==> src/rtl/ptw_cfg.svh <==
//==================================================
// PTW miss queue configuration
//==================================================
`ifndef PTW_CFG_SVH
`define PTW_CFG_SVH

// pending walks held in the miss queue
`define PTW_MISSQ_SIZE 8

// address, address-space id and ROB tag widths
`define PTW_ADDR_W 32
`define PTW_ASID_W 8
`define PTW_ID_W 6

// 8 KiB pages
`define PTW_PAGE_SHIFT 13

// level 0 index is vaddr[23:13], level 1 index is vaddr[31:24]
`define PTW_L0_MSB 23
`define PTW_L1_LSB 24

// 4-byte PTEs
`define PTW_PTE_SHIFT 2

// miss and fill buffers
`define PTW_FIFO_DEPTH 4

`endif

==> src/rtl/ptw_pkg.sv <==
//==================================================
// PTW shared types
//==================================================
`include "ptw_cfg.svh"

package ptw_pkg;

	typedef logic [`PTW_ADDR_W-1:0] vaddr_t;
	typedef logic [`PTW_ADDR_W-1:0] paddr_t;
	typedef logic [`PTW_ASID_W-1:0] asid_t;
	typedef logic [`PTW_ID_W-1:0] rob_id_t;
	typedef logic [$clog2(`PTW_MISSQ_SIZE)-1:0] qidx_t;

	// page number, virtual or physical
	typedef logic [`PTW_ADDR_W-`PTW_PAGE_SHIFT-1:0] page_t;

	// miss request from the TLB
	typedef struct packed {
		asid_t asid;
		vaddr_t vaddr;
		rob_id_t id;
	} tlb_miss_t;

	// 4-byte page table entry
	typedef struct packed {
		page_t ppn;
		logic [`PTW_PAGE_SHIFT-3:0] rsv;
		logic s;
		logic v;
	} pte_t;

	// one pending walk
	typedef struct packed {
		logic valid;
		logic busy;
		logic lvl;
		asid_t asid;
		vaddr_t vaddr;
		rob_id_t id;
		paddr_t tadr;
	} miss_entry_t;

	// finished walk returned to the TLB
	typedef struct packed {
		asid_t asid;
		page_t vpage;
		page_t ppage;
		rob_id_t id;
		logic fault;
	} tlb_fill_t;

endpackage

==> src/rtl/sync_fifo.sv <==
//==================================================
// Valid/ready synchronous FIFO
//==================================================
`timescale 1ns/1ps

module sync_fifo #(
	parameter type payload_t = logic [7:0],
	parameter int DEPTH = 4
) (
	input logic clk,
	input logic rst,
	input payload_t in_data,
	input logic in_valid,
	output logic in_ready,
	output payload_t out_data,
	output logic out_valid,
	input logic out_ready,
	output logic full
);

	localparam int PTR_W = (DEPTH > 1) ? $clog2(DEPTH) : 1;

	payload_t mem [DEPTH];
	logic [PTR_W-1:0] rd_ptr;
	logic [PTR_W-1:0] wr_ptr;
	logic [PTR_W:0] count;
	logic live;
	logic push;
	logic pop;

	// ready stays low until the first cycle out of reset
	assign full = (count == (PTR_W+1)'(DEPTH));
	assign in_ready = live && !full;
	assign out_valid = (count != '0);
	assign out_data = mem[rd_ptr];
	assign push = in_valid && in_ready;
	assign pop = out_valid && out_ready;

	always_ff @(posedge clk) begin
		if (rst) begin
			live <= 1'b0;
			rd_ptr <= '0;
			wr_ptr <= '0;
			count <= '0;
		end else begin
			live <= 1'b1;
			if (push)
				wr_ptr <= (wr_ptr == PTR_W'(DEPTH-1)) ? '0 : wr_ptr + 1'b1;
			if (pop)
				rd_ptr <= (rd_ptr == PTR_W'(DEPTH-1)) ? '0 : rd_ptr + 1'b1;
			count <= count + push - pop;
		end
	end

	always_ff @(posedge clk) begin
		if (push)
			mem[wr_ptr] <= in_data;
	end

	// a full or an empty buffer has its pointers together
	a_no_overflow: assert property (@(posedge clk) disable iff (rst)
		full |-> wr_ptr == rd_ptr);

	a_no_underflow: assert property (@(posedge clk) disable iff (rst)
		!out_valid |-> wr_ptr == rd_ptr);

endmodule

==> src/rtl/pte_fetch.sv <==
//==================================================
// APB page table entry fetch
//==================================================
`timescale 1ns/1ps

module pte_fetch (
	input logic clk,
	input logic rst,
	input logic req,
	input ptw_pkg::paddr_t req_adr,
	output logic busy,
	output logic done,
	output ptw_pkg::pte_t pte,
	output logic err,
	output logic psel,
	output logic penable,
	output logic pwrite,
	output ptw_pkg::paddr_t paddr,
	input logic [$bits(ptw_pkg::pte_t)-1:0] prdata,
	input logic pready,
	input logic pslverr
);

	import ptw_pkg::*;

	typedef enum logic [1:0] {IDLE, SETUP, ACCESS} state_t;

	state_t state;

	// read only master
	assign pwrite = 1'b0;
	assign psel = (state != IDLE);
	assign penable = (state == ACCESS);
	assign busy = (state != IDLE);

	always_ff @(posedge clk) begin
		if (rst) begin
			state <= IDLE;
			done <= 1'b0;
		end else begin
			done <= 1'b0;
			case (state)
				IDLE: if (req) state <= SETUP;
				SETUP: state <= ACCESS;
				ACCESS: begin
					if (pready) begin
						state <= IDLE;
						done <= 1'b1;
					end
				end
				default: state <= IDLE;
			endcase
		end
	end

	// address taken with the request, data held until the next transfer
	always_ff @(posedge clk) begin
		if (state == IDLE && req)
			paddr <= req_adr;
		if (state == ACCESS && pready) begin
			pte <= pte_t'(prdata);
			err <= pslverr;
		end
	end

	// a request while a transfer runs would be lost
	a_req_idle: assert property (@(posedge clk) disable iff (rst)
		req |-> !busy);

endmodule

==> src/rtl/miss_queue.sv <==
//==================================================
// Page-table walker miss queue
//==================================================
`timescale 1ns/1ps
`include "ptw_cfg.svh"

module miss_queue (
	input logic clk,
	input logic rst,
	input ptw_pkg::paddr_t root_base,
	input ptw_pkg::tlb_miss_t miss,
	input logic miss_valid,
	output logic miss_pop,
	output logic dup_flag,
	output logic fetch_req,
	output ptw_pkg::paddr_t fetch_adr,
	input logic fetch_busy,
	input logic fetch_done,
	input ptw_pkg::pte_t fetch_pte,
	input logic fetch_err,
	output ptw_pkg::tlb_fill_t fill,
	output logic fill_push,
	input logic fill_full
);

	import ptw_pkg::*;

	localparam int VA_MSB = `PTW_ADDR_W - 1;
	localparam int PS = `PTW_PAGE_SHIFT;
	localparam int L1_W = `PTW_ADDR_W - `PTW_L1_LSB;
	localparam int PPN_W = $bits(page_t);

	miss_entry_t q [`PTW_MISSQ_SIZE];

	logic dup_hit;
	logic free_found;
	qidx_t free_idx;
	logic sel_found;
	qidx_t sel_idx;
	logic alloc;
	logic start;

	// walk in flight, from fetch_req until its entry is updated
	logic inflight;
	qidx_t cur_idx;
	logic done_q;
	miss_entry_t cur;

	logic fault;
	logic leaf;
	logic finish;
	page_t leaf_page;
	paddr_t root_tadr;
	paddr_t next_tadr;

	//==================================================
	// search: duplicate, free slot, next walk
	//==================================================
	always_comb begin
		dup_hit = 1'b0;
		free_found = 1'b0;
		free_idx = '0;
		sel_found = 1'b0;
		sel_idx = '0;
		for (int i = 0; i < `PTW_MISSQ_SIZE; i++) begin
			if (q[i].valid && q[i].asid == miss.asid &&
				q[i].vaddr[VA_MSB:PS] == miss.vaddr[VA_MSB:PS])
				dup_hit = 1'b1;
			if (!q[i].valid && !free_found) begin
				free_found = 1'b1;
				free_idx = qidx_t'(i);
			end
			// lowest index wins
			if (q[i].valid && !q[i].busy && !sel_found) begin
				sel_found = 1'b1;
				sel_idx = qidx_t'(i);
			end
		end
	end

	assign miss_pop = miss_valid && free_found;
	assign alloc = miss_pop && !dup_hit;

	// level 1 table slot for the incoming miss
	assign root_tadr = root_base +
		paddr_t'({miss.vaddr[VA_MSB:`PTW_L1_LSB], {`PTW_PTE_SHIFT{1'b0}}});

	// one fetch at a time, and never when the fill FIFO could overflow
	assign start = sel_found && !fetch_busy && !inflight && !fill_full;
	assign fetch_req = start;
	assign fetch_adr = q[sel_idx].tadr;

	//==================================================
	// walk rules on the returned PTE
	//==================================================
	assign cur = q[cur_idx];

	assign fault = fetch_err || !fetch_pte.v || (!cur.lvl && !fetch_pte.s);
	assign leaf = !fault && fetch_pte.s;
	assign finish = done_q && (fault || leaf);

	// superpage keeps the level 0 index from the virtual address
	assign leaf_page = cur.lvl ?
		{fetch_pte.ppn[PPN_W-1 -: L1_W], cur.vaddr[`PTW_L0_MSB:PS]} : fetch_pte.ppn;

	assign next_tadr = {fetch_pte.ppn, {PS{1'b0}}} +
		paddr_t'({cur.vaddr[`PTW_L0_MSB:PS], {`PTW_PTE_SHIFT{1'b0}}});

	assign fill_push = finish;
	assign fill.asid = cur.asid;
	assign fill.vpage = cur.vaddr[VA_MSB:PS];
	assign fill.ppage = fault ? '0 : leaf_page;
	assign fill.id = cur.id;
	assign fill.fault = fault;

	//==================================================
	// entry state
	//==================================================
	always_ff @(posedge clk) begin
		if (rst) begin
			for (int i = 0; i < `PTW_MISSQ_SIZE; i++) begin
				q[i].valid <= 1'b0;
				q[i].busy <= 1'b0;
			end
			inflight <= 1'b0;
			cur_idx <= '0;
			done_q <= 1'b0;
			dup_flag <= 1'b0;
		end else begin
			done_q <= fetch_done;
			dup_flag <= miss_pop && dup_hit;

			if (alloc) begin
				q[free_idx].valid <= 1'b1;
				q[free_idx].busy <= 1'b0;
				q[free_idx].lvl <= 1'b1;
				q[free_idx].asid <= miss.asid;
				q[free_idx].vaddr <= miss.vaddr;
				q[free_idx].id <= miss.id;
				q[free_idx].tadr <= root_tadr;
			end

			if (start) begin
				q[sel_idx].busy <= 1'b1;
				cur_idx <= sel_idx;
				inflight <= 1'b1;
			end

			// retire into the fill FIFO or step down to level 0
			if (done_q) begin
				inflight <= 1'b0;
				q[cur_idx].busy <= 1'b0;
				if (finish) begin
					q[cur_idx].valid <= 1'b0;
				end else begin
					q[cur_idx].lvl <= 1'b0;
					q[cur_idx].tadr <= next_tadr;
				end
			end
		end
	end

	// a finished walk always finds room in the fill FIFO
	a_fill_room: assert property (@(posedge clk) disable iff (rst)
		fill_push |-> !fill_full);

	a_done_busy: assert property (@(posedge clk) disable iff (rst)
		fetch_done |-> inflight && q[cur_idx].valid && q[cur_idx].busy);

endmodule

==> src/rtl/ptw_top.sv <==
//==================================================
// Page-table walker top level
//==================================================
`timescale 1ns/1ps
`include "ptw_cfg.svh"

module ptw_top (
	input logic clk,
	input logic rst,
	input ptw_pkg::tlb_miss_t miss_in,
	input logic miss_valid,
	output logic miss_ready,
	input ptw_pkg::paddr_t root_base,
	output logic dup_flag,
	output logic psel,
	output logic penable,
	output logic pwrite,
	output ptw_pkg::paddr_t paddr,
	input logic [$bits(ptw_pkg::pte_t)-1:0] prdata,
	input logic pready,
	input logic pslverr,
	output ptw_pkg::tlb_fill_t fill_out,
	output logic fill_valid,
	input logic fill_ready
);

	import ptw_pkg::*;

	tlb_miss_t miss_head;
	logic head_valid;
	logic miss_pop;
	logic fetch_req;
	paddr_t fetch_adr;
	logic fetch_busy;
	logic fetch_done;
	pte_t fetch_pte;
	logic fetch_err;
	tlb_fill_t fill;
	logic fill_push;
	logic fill_full;

	// incoming TLB misses
	sync_fifo #(
		.payload_t(tlb_miss_t),
		.DEPTH(`PTW_FIFO_DEPTH)
	) u_miss_fifo (
		.clk(clk),
		.rst(rst),
		.in_data(miss_in),
		.in_valid(miss_valid),
		.in_ready(miss_ready),
		.out_data(miss_head),
		.out_valid(head_valid),
		.out_ready(miss_pop),
		.full()
	);

	miss_queue u_miss_queue (
		.clk(clk),
		.rst(rst),
		.root_base(root_base),
		.miss(miss_head),
		.miss_valid(head_valid),
		.miss_pop(miss_pop),
		.dup_flag(dup_flag),
		.fetch_req(fetch_req),
		.fetch_adr(fetch_adr),
		.fetch_busy(fetch_busy),
		.fetch_done(fetch_done),
		.fetch_pte(fetch_pte),
		.fetch_err(fetch_err),
		.fill(fill),
		.fill_push(fill_push),
		.fill_full(fill_full)
	);

	pte_fetch u_pte_fetch (
		.clk(clk),
		.rst(rst),
		.req(fetch_req),
		.req_adr(fetch_adr),
		.busy(fetch_busy),
		.done(fetch_done),
		.pte(fetch_pte),
		.err(fetch_err),
		.psel(psel),
		.penable(penable),
		.pwrite(pwrite),
		.paddr(paddr),
		.prdata(prdata),
		.pready(pready),
		.pslverr(pslverr)
	);

	// finished walks, full stalls new fetches upstream
	sync_fifo #(
		.payload_t(tlb_fill_t),
		.DEPTH(`PTW_FIFO_DEPTH)
	) u_fill_fifo (
		.clk(clk),
		.rst(rst),
		.in_data(fill),
		.in_valid(fill_push),
		.in_ready(),
		.out_data(fill_out),
		.out_valid(fill_valid),
		.out_ready(fill_ready),
		.full(fill_full)
	);

endmodule

==> config.mk <==
export PLATFORM = sky130hd
export DESIGN_NAME = ptw_top
export DESIGN_NICKNAME = d
export VERILOG_FILES = /design/src/rtl/ptw_pkg.sv /design/src/rtl/sync_fifo.sv /design/src/rtl/pte_fetch.sv /design/src/rtl/miss_queue.sv /design/src/rtl/ptw_top.sv
export VERILOG_INCLUDE_DIRS = /design/src /design/src/rtl
export SDC_FILE = /design/constraint.sdc
export NUM_CORES = 1
export LEC_CHECK = 0
export ABC_AREA = 1
export BUFFER_PORTS_ARGS = -buffer_cell sky130_fd_sc_hd__buf_2
export CAP_MARGIN = 20
export CORE_ASPECT_RATIO = 2
export CORE_MARGIN = 3
export CORE_UTILIZATION = 55
export CTS_CLUSTER_DIAMETER = 120
export DETAILED_ROUTE_END_ITERATION = 8
export GPL_ROUTABILITY_DRIVEN = 0
export PLACE_DENSITY_LB_ADDON = 0.1
export SLEW_MARGIN = 20
export SYNTH_ARGS = -nofsm -noshare
export SYNTH_HDL_FRONTEND = slang
export SYNTH_SLANG_ARGS = --single-unit
==> constraint.sdc <==
create_clock -name clk -period 10.16 [get_ports clk]
set_input_delay 0.508 -clock clk [delete_from_list [all_inputs] [get_ports clk]]
set_output_delay 0.508 -clock clk [all_outputs]
set_load 0.005 [all_outputs]
# Yosys cells after proc, flatten, opt, wreduce, memory -nomap -nowiden

Memory sizes are Yosys's and may differ from the RTL's. A register that Yosys moved wholly into a read port is not among the register bits.
Cells that the tools add are included.

Output and inout port bits: 91
Flip-flop bits (word level): 46
Memories: 3
Input bits: 116
RAM bits: 1044

Memory list:

| name            | words | bits a word | rd ports | clocked after memory_dff | write ports | RTL line         | source |
|---|---|---|---|---|---|---|---|
| u_miss_queue.q  | 8     | 81          | 10       | 2                        | 8           | miss_queue.sv:33 | `` miss_entry_t q [`PTW_MISSQ_SIZE]; `` |
| u_fill_fifo.mem | 4     | 53          | 1        | 1                        | 1           | sync_fifo.sv:23  | `payload_t mem [DEPTH];` |
| u_miss_fifo.mem | 4     | 46          | 1        | 1                        | 1           | sync_fifo.sv:23  |  |

Muxes and demuxes: 87
Reductions and logical operators: 105
Eq/ne operators: 26
Bitwise gates (word level): 1
Add/sub/neg operators: 10

Operators by type and width:

| operator                                                        | number |
|---|---|
| 81-bit two-way mux                                              | 3 |
| 81-bit OR reduction                                             | 3 |
| 19-bit == test                                                  | 8 |
| 8-bit == test                                                   | 8 |
| 1-bit logical AND                                               | 55 |
| 1-bit two-way mux                                               | 51 |
| 3-bit two-way mux                                               | 14 |
| 1-bit zero test                                                 | 37 |
| 32-bit by 10-bit adder with 32-bit output                       | 1 |
| 32-bit by 13-bit adder with 32-bit output                       | 1 |
| 2-bit two-way mux                                               | 15 |
| 19-bit two-way mux                                              | 1 |
| 11-bit two-way mux                                              | 1 |
| 2-bit == test, second input constant                            | 5 |
| 2-bit by 1-bit adder with 2-bit output, second input constant   | 4 |
| 3-bit by 1-bit adder with 3-bit output                          | 2 |
| 3-bit == test, second input constant                            | 2 |
| 2-bit case mux with 3 select lines                              | 1 |
| 3-bit nonzero test                                              | 2 |
| 3-bit by 1-bit subtractor with 3-bit output                     | 2 |
| 4-bit two-way mux                                               | 1 |
| 2-bit by 1-bit != test with 1-bit output, second input constant | 2 |
| 2-bit OR reduction                                              | 2 |
| 1-bit logical OR                                                | 3 |
| other kinds (5)                                                 | 5 |

# Depth between registers and ports, before layout

Gate-level depths: netlist (run 1).
An unclocked memory read counts as a cell.

Word-level depth: 33
Depth in mapped cells: 21
Depth with buffers taken out: 19

# Hierarchy

From an unflattened synthesis (run 1), not the netlist that was laid out.

Cell total of the unflattened synthesis: 4957
Area total of the unflattened synthesis: 48475.2 um2

Modules (own cells, without submodules):

| module                   | area an instance (um2) | times used | cells each |
|---|---|---|---|
| miss_queue               | 30500.5                | 1          | 3779 |
| sync_fifo at u_fill_fifo | 8533.2                 | 1          | 578 |
| sync_fifo at u_miss_fifo | 7332.0                 | 1          | 513 |
| pte_fetch                | 2109.5                 | 1          | 87 |

# Worst setup path after synthesis (run 1)

Ideal clock, no wire load.

Kind: flip-flop to flip-flop
Start: memory u_miss_queue.q[3][80] (netlist name)
End: register (tool-made name)
Cell stages (with the launch flop): 10
Clock period less this slack: 5.160 ns
Arrival: 5.040 ns
Data required time: 10.040 ns
Path slack: 5.000 ns
Path buffers: 1
Cells stage by stage: dfxtp_1 > clkbuf_1 > nand2_1 > nand2_1 > nor4_1 > o21a_1 > o21a_1 > nor4_1 > inv_1 > a31o_2

RTL lines:

| item            | RTL line |
|---|---|
| start, declared | miss_queue.sv:33 |

==> impl_summary.txt, run 1 <==
----------------------------------------------------
[Place]
  Buffers added on ports ... 181
  Placement Setup Slack ... 4.102 ns
  Placed Instances ... 5,595
  Half-perimeter wire length of the detailed placement result ... between 90,000 and 100,000 µm

[Clock network]
  Number of buffers on the longest clock path ... 3
  Setup repair bufs after CTS ... 0
  Clk slew on worst S/H paths ... 0.07 ns
  Root cell of the clock tree ... clkbuf_16
  CTS tree ... yes
  Clk sinks ... 973
  Num CTS Buffers ... 86
  Htree depth ... 3
  Clock latency at the later pin of the worst-skew pair ... 0.71 ns

[Routing]
  Pre-antenna DRT Iters ... 6
  DRC ... 0
  Total number of vias ... 34,590
  WL/cell ... 25.51 µm
  Detail-routed via count per cell ... 5.970
  Antenna Nets Post-Route ... 0
  Wirelength, routed ... 147,800 µm
  Iteration-0 DRC count of the detailed router ... 3,665

[GRT]
  Pin count of the biggest net entering global routing ... 107
  Via count of the first global-routing pass ... 32,850
  Overall track demand over capacity in global routing ... 33.93%
  Initial antenna violation count ... 8
  Global route total overflow ... 0
  Global-route wire length before repair ... around 210,000 µm

[Synth]
  Most used flip-flop cell after synthesis ... edfxtp_1
  Sequential-to-total area share from yosys stat ... 63.48%
  Flip-flop and latch count after synthesis ... 973
  Post-synthesis instance total ... 4,516
  Syn nets ... around 4,700
  Async S/R FF share, synth ... 0%
  Mean instance size in the synthesized netlist ... 9.944 µm²
  Count of synthesis-stage warnings from yosys ... 0
  Number of library cell types mapped by synthesis ... 48
  Count of flip-flops with a built-in enable after synthesis ... 902
  Total standard cell area after synthesis ... 44,910 µm²

[Worst setup path]
  Maximum fanout encountered on the critical timing path ... 71
  Kind of end point of the critical path ... register
  Category of the most critical setup path ... register to register
  Worst r2r dst ... u_miss_queue.q[3][28]
  Data required time at the worst endpoint ... 10.51 ns
  Register-to-Register Setup Slack ... 3.97 ns
  Crit path arrival time ... roughly 6.5 ns
  Sort of element at the start of the critical path ... register
  Depth of the most critical reg-to-reg path ... 15
  Capture point of the critical path ... u_miss_queue.q[3][28]

[Layout]
  Fraction of layout instances using a drive strength above 1 ... a little over a tenth
  Most common cell after layout, fill and taps aside ... nand2_1
  Post-route non-filler standard cell count ... 5,793
  Top library cells by usage in the layout, fill and taps aside ... nand2_1 (1,031), edfxtp_1 (902), o21ai_0 (618)
  Number of nets in the layout ... approximately 4,800
  Layout overhead on the synthesized area ... 11.16%

[Outcome]
  Status ... complete, no violations

[Floorplanning]
  Ports ... 207
  Area of the core region ... 80,560 µm²
  Initial core utilization ... 55.74%
  Die Ht ... slightly above 400 µm
  Die outline area ... 85,320 µm²
  Horizontal die dimension ... 208.1 µm
  # rows ... 147

[STA]
  Rel. slew slack ... 21.54%
  Unrepaired setup endpoints after global routing ... false
  Total negative setup slack ... 0 ns
  Finish-stage setup viols ... 0
  Max frequency ... 0.1616 GHz
  Final hold violation count ... 0
  Worst slack on hold paths ... 0.03010 ns
  Final Max Tran Viols ... 0
  Clock period minus worst slack ... 6.189 ns
  Clock tree skew after final layout ... ~0.037 ns
  Transition time of the tightest slew-check pin ... 1.169 ns
  Final setup margin ... about 4.0 ns
  Post-route clock period utilization ... 60.92%

[Power]
  P per Cell Area ... 268.9 nW/µm²
  Leak ... 18.99 nW
  Maximum vdd drop ... 198.2 µV
  Overall Power ... 13.42 mW

[Run]
  Max cap viols ... 0

[Hold path]
  Min-Delay Path Class ... input port to register

----------------------------------------------------
sequential cells by signal (all words and copies together) (netlist names), 2 cells and up, named ones only:
signal,cells
u_fill_fifo.wr_ptr,2
u_miss_fifo.rd_ptr,2
u_miss_fifo.count,3
u_miss_fifo.mem,132
u_miss_queue.cur_idx,3
u_fill_fifo.mem,212
u_fill_fifo.rd_ptr,2
u_pte_fetch.paddr,32
u_miss_queue.q,544
u_pte_fetch.state,2
u_miss_fifo.wr_ptr,2
u_pte_fetch.pte,21
u_fill_fifo.count,3
logic make-up after synthesis:
logic type | synth area share, %
xor gates and xnor gates | 0.6826
adders and majority gates | 0.7467
other | 0.008351
buffers and inverters | 4.973
and+or+nand+nor | 18.75
DFF | 63.48
AOI/OAI and AO/OA | 11.36
per-layer routing:
metal	vias to the layer above	share of wire, %	wire length (µm)	GRT usage [%]
li1	15880	-	-	-
met1	16490	32	47610	36.36
met2	1721	49	71910	56.74
met3	492	8.1	11930	6.910
met4	4	11	16300	29.78
met5	-	0.017	25	0
worst min path at each step:
stage	start	endpoint	slack (ns)	depth (start not counted)
3_5_place_dp	u_pte_fetch.done	u_miss_queue.done_q	0.40	2
3_3_place_gp	u_pte_fetch.done	u_miss_queue.done_q	0.40	2
6_report	miss_in[25]	u_miss_fifo.mem[1][25]	0.03	1
5_1_grt	miss_in[30]	u_miss_fifo.mem[3][30]	0.02	1
4_1_cts	miss_in[34]	u_miss_fifo.mem[0][34]	0.0002	1
2_1_floorplan	u_pte_fetch.done	u_miss_queue.done_q	0.39	2
final cells by class:
cell class	count	area (µm²)
fillers	6734	30640
flip-flops and latches	973	28520
multi-input cells	3002	14270
clock buffers	109	2301
repair buffers	280	1724
well taps	1043	1305
inverters	327	1232
clock inverters	52	544.3
diodes	7	17.52
Yosys cell counts, types with 4 or more instances:
master | number | share of area [%]
buf_2 | 16 | 0.18
nor4_1 | 6 | 0.084
a31oi_1 | 23 | 0.32
ha_1 | 22 | 0.61
buf_1 | 10 | 0.084
dfxtp_1 | 71 | 3.2
buf_4 | 22 | 0.37
edfxtp_1 | 902 | 60
o22ai_1 | 124 | 1.7
xor2_1 | 25 | 0.49
a21oi_1 | 108 | 1.2
a221oi_1 | 4 | 0.078
inv_1 | 303 | 2.5
nand4_1 | 7 | 0.098
o211ai_1 | 11 | 0.18
inv_2 | 21 | 0.18
nor3_1 | 14 | 0.16
nand3_2 | 35 | 0.78
a22oi_1 | 7 | 0.12
clkbuf_1 | 153 | 1.3
buf_6 | 13 | 0.33
o21ai_1 | 49 | 0.55
nand3_4 | 6 | 0.23
nand3b_1 | 62 | 1.0
xnor2_1 | 10 | 0.20
nor2_4 | 6 | 0.15
nor2_1 | 578 | 4.8
nand3_1 | 203 | 2.3
nand2_1 | 1034 | 8.6
o21ai_0 | 621 | 6.9
nand2_2 | 23 | 0.32
what timing repair did:
item,CTS,global route
resized for setup,0,0
endpoints found under the setup margin,0,0
hold buffers,30,0
hold endpoints to repair,62,0
critical path, cell delays in order (launching register included):
cell and delay [ns]:
dfxtp_4 0.84, clkinv_2 0.64, a21oi_1 0.27, o21ai_1 0.08
nand2_1 0.07, nor2_1 0.05, a31oi_2 0.18, buf_4 0.30
nor2_1 0.08, nor3_2 0.83, nand2_1 0.61, inv_2 0.28
nand2_2 0.06, buf_4 0.32, nand2_1 0.61, buf_4 0.47
report_power, final:
group	switching, mW	internal [mW]	total, mW
registers	0.195	5.12	5.31
clock network	1.51	1.85	3.36
logic	3.60	1.15	4.74
total	5.31	8.12	13.4
through the flow:
step	utilization, %	cell area (µm²)
detailed placement	58.03	46750
floorplan	-	44910
finish	61.96	49920
global placement	58.03	46750
CTS	61.93	49890
global route	61.94	49900
No activity file was read; power rests on OpenSTA's default activity.
==> inputs of run 2 (changes only) <==
==> constraint.sdc (replaced) <==
create_clock -name clk -period 5.9 [get_ports clk]
set_input_delay 0.295 -clock clk [delete_from_list [all_inputs] [get_ports clk]]
set_output_delay 0.295 -clock clk [all_outputs]
set_load 0.005 [all_outputs]
==> run 2 against run 1 <==
First-iteration DRC count up 20%. Combinational power increased by 77%. Critical path depth is 3 higher. Setup slack worse by 3.1 ns. Maximum frequency is 22% higher. Hold slack improved by 0.042 ns. Cell count increased by 0.83%. Total power up 72%. Clock skew down 0.0019 ns. Clock power is 66% higher. Non-clock buffer count grew 53.
==> impl_summary.txt, run 2 (synthesis results as in run 1) <==
----------------------------------------------------
[Floorplanning]
  Die Ht ... 410.1 µm (unchanged)
  Area of the core region ... 80,560 µm² (unchanged)
  Initial core utilization ... 55.74% (unchanged)
  Die outline area ... 85,320 µm² (unchanged)
  # rows ... 147 (unchanged)
  Horizontal die dimension ... 208.1 µm (unchanged)
  Ports ... 207 (unchanged)

[Routing]
  Wirelength, routed ... 150,400 µm (+1.8%)
  DRC ... 0 (unchanged)
  Pre-antenna DRT Iters ... 7 (+1)
  WL/cell ... 25.75 µm (+0.95%)
  Iteration-0 DRC count of the detailed router ... 4,387 (+20%)
  Detail-routed via count per cell ... 5.999 (+0.49%)
  Total number of vias ... 35,040 (+1.3%)
  Antenna Nets Post-Route ... 0 (unchanged)

[STA]
  Final Max Tran Viols ... 0 (unchanged)
  Transition time of the tightest slew-check pin ... 1.128 ns (-0.04143 ns)
  Rel. slew slack ... 24.03% (+2.5 points)
  Post-route clock period utilization ... 85.81% (+25 points)
  Final hold violation count ... 0 (unchanged)
  Clock tree skew after final layout ... 0.03514 ns (-0.001894 ns)
  Finish-stage setup viols ... 0 (unchanged)
  Total negative setup slack ... 0 ns (unchanged)
  Final setup margin ... 0.8370 ns (-3.134 ns)
  Unrepaired setup endpoints after global routing ... false
  Clock period minus worst slack ... 5.063 ns (-1.126 ns)
  Max frequency ... 0.1975 GHz (+22%)

[Power]
  Sw Ratio ... 40.04% (+0.52 points)
  Leak ... 19.17 nW (+0.93%)
  P_sw ... 9.259 mW (+75%)
  Sequential Power Share ... 39.5% (about the same)
  Maximum vdd drop ... 314.0 µV (+58%)
  P per Cell Area ... 459.5 nW/µm² (+71%)
  Internal Pwr Total ... 13.86 mW (+71%)
  Combinational power share ... 36.4% (+1.1 points)
  Portion of total power attributed to the clock network ... 24.1% (-1.0 points)

[Place]
  Placement Setup Slack ... 0.8438 ns (-3.259 ns)
  Half-perimeter wire length of the detailed placement result ... 97,460 µm (+1.3%)
  Buffers added on ports ... 181 (unchanged)
  Placed Instances ... 5,619 (+0.43%)

[Clock network]
  Num CTS Buffers ... 85 (-1.2%)
  Root cell of the clock tree ... clkbuf_16
  Htree depth ... 3 (unchanged)
  Clk sinks ... 973 (unchanged)
  Number of buffers on the longest clock path ... 3 (unchanged)
  Clock latency at the later pin of the worst-skew pair ... 0.70 ns (about the same)
  Total of cells resized after clock tree synthesis ... 0 (unchanged)
  CTS tree ... yes
  Clk slew on worst S/H paths ... 0.07 ns (about the same)

[Worst setup path]
  Category of the most critical setup path ... register to register
  Worst r2r dst ... u_miss_queue.q[3][28]
  Standard cell with the maximum stage delay on the critical path ... xor2_1
  Ordered list of cells on the worst path ... inv_4 -> nand3_1 -> nand2_1 -> inv_1 -> ha_1 -> inv_1 -> fa_1 -> o21ai_0 -> a21boi_0 -> o21ai_0 -> buf_4 -> nand2_1 -> nor2_1 -> nand2_1 -> nor2_1 -> xor2_1 -> nand2_1 -> o22ai_1
  Kind of end point of the critical path ... register
  Register-to-Register Setup Slack ... 0.84 ns (-3.13 ns)
  Critical path's largest stage delay ... 0.65 ns (-0.19 ns)
  Depth of the most critical reg-to-reg path ... 18 (+3)
  Sort of element at the start of the critical path ... register
  Worst path most repeated cell ... nand2_1
  Data required time at the worst endpoint ... 6.44 ns (-4.07 ns)
  Crit path arrival time ... 5.60 ns (-0.94 ns)
  Maximum fanout encountered on the critical timing path ... 17 (-76%)

[GRT]
  Global-route wire length before repair ... 216,200 µm (+1.7%)
  Global route total overflow ... 0 (unchanged)
  Via count of the first global-routing pass ... 33,210 (+1.1%)
  Overall track demand over capacity in global routing ... 34.69% (+0.75 points)
  Pin count of the biggest net entering global routing ... 106 (-0.93%)
  Initial antenna violation count ... 5 (-3)

[Layout]
  Number of nets in the layout ... 4,863 (+1.1%)
  Register with the most flip-flops ... u_miss_queue.q
  Most common cell after layout, fill and taps aside ... nand2_1
  Top library cells by usage in the layout, fill and taps aside ... nand2_1 (1,032), edfxtp_1 (902), o21ai_0 (619)
  Fraction of layout instances using a drive strength above 1 ... 10.81% (+0.20 points)
  Core utilization of the finished layout ... 62.47% (+0.50 points)
  Layout overhead on the synthesized area ... 12.06%
  Post-route non-filler standard cell count ... 5,841 (+0.83%)
  Max reg flops ... 544 (unchanged)
  FILL cells ... 6,725 (-0.13%)
  Largest registers ... u_miss_queue.q (544), u_fill_fifo.mem (212), u_miss_fifo.mem (132)

[Hold path]
  Min-Delay Path Class ... input port to register
  Worst Min Path Start ... rst
  Hold Path Cell Cnt ... 2 (+1)
  End of the worst hold path ... u_miss_fifo.count[1]

[Outcome]
  Status ... complete, no violations

[Run]
  Max cap viols ... 0 (unchanged)

----------------------------------------------------
## run 2: what timing repair did
action                                 4_1_cts  5_1_grt
endpoints found under the hold margin      172        0
hold buffers                                58        0
buffers inserted                             0        0
## run 2: final cells by class
class | instances | area [µm²] | share of cell area, %
clock inverters | 47 | 451.7 | 0.8976
inverters | 327 | 1232 | 2.449
clock buffers | 110 | 2261 | 4.493
diodes | 6 | 15.01 | 0.02984
multi-input cells | 3002 | 14280 | 28.38
repair buffers | 333 | 2255 | 4.480
well taps | 1043 | 1305 | 2.593
flip-flops and latches | 973 | 28520 | 56.67
## run 2: per-layer routing
layer | vias to the layer above | global-route usage, % | wire length (µm) | part of all wire, %
met5 | - | 0 | 0 | 0
met4 | 0 | 30.05 | 16300 | 11
met3 | 552 | 6.207 | 12810 | 8.5
met2 | 1955 | 57.76 | 72620 | 48
met1 | 16550 | 38.16 | 48680 | 32
li1 | 15990 | - | - | -
## run 2: how the worst max path moves through the flow
stage                               start               endpoint  cells after the start
floorplan           u_miss_queue.q[3][80]               register                      9
global placement                 register  u_miss_queue.q[3][28]                     18
detailed placement               register  u_miss_queue.q[3][28]                     18
CTS                              register  u_miss_queue.q[3][28]                     18
global route                     register  u_miss_queue.q[3][28]                     18
finish                           register  u_miss_queue.q[3][28]                     18
## run 2: power by group through the flow
stage	Combinational, mW	Sequential [mW]	Clock [mW]
3_5_place_dp	8.06	9.26	0
3_3_place_gp	7.97	9.25	0
4_1_cts	8.12	9.12	5.63
5_1_grt	9.01	9.17	5.89
6_report	8.41	9.13	5.58
2_1_floorplan	4.72	9.14	0
## run 2: per-stage QoR
stage | instance area, µm² | hold WS, ns | total power, mW
4_1_cts | 50290 | 0.03910 | 22.87
2_1_floorplan | 44910 | 0.3883 | 13.87
5_1_grt | 50310 | 0.07854 | 24.07
3_3_place_gp | 46990 | 0.3974 | 17.22
3_5_place_dp | 47000 | 0.4003 | 17.33
6_report | 50320 | 0.07260 | 23.12
## run 2: critical path, delay by kind of cell (launching register included)
family          cells  cell delay [ns]
buf+inv             4             0.77
xor+xnor            1             0.65
flops               1             0.61
compound gates      4             0.96
fa+ha+maj           2             0.62
simple gates        7             1.28
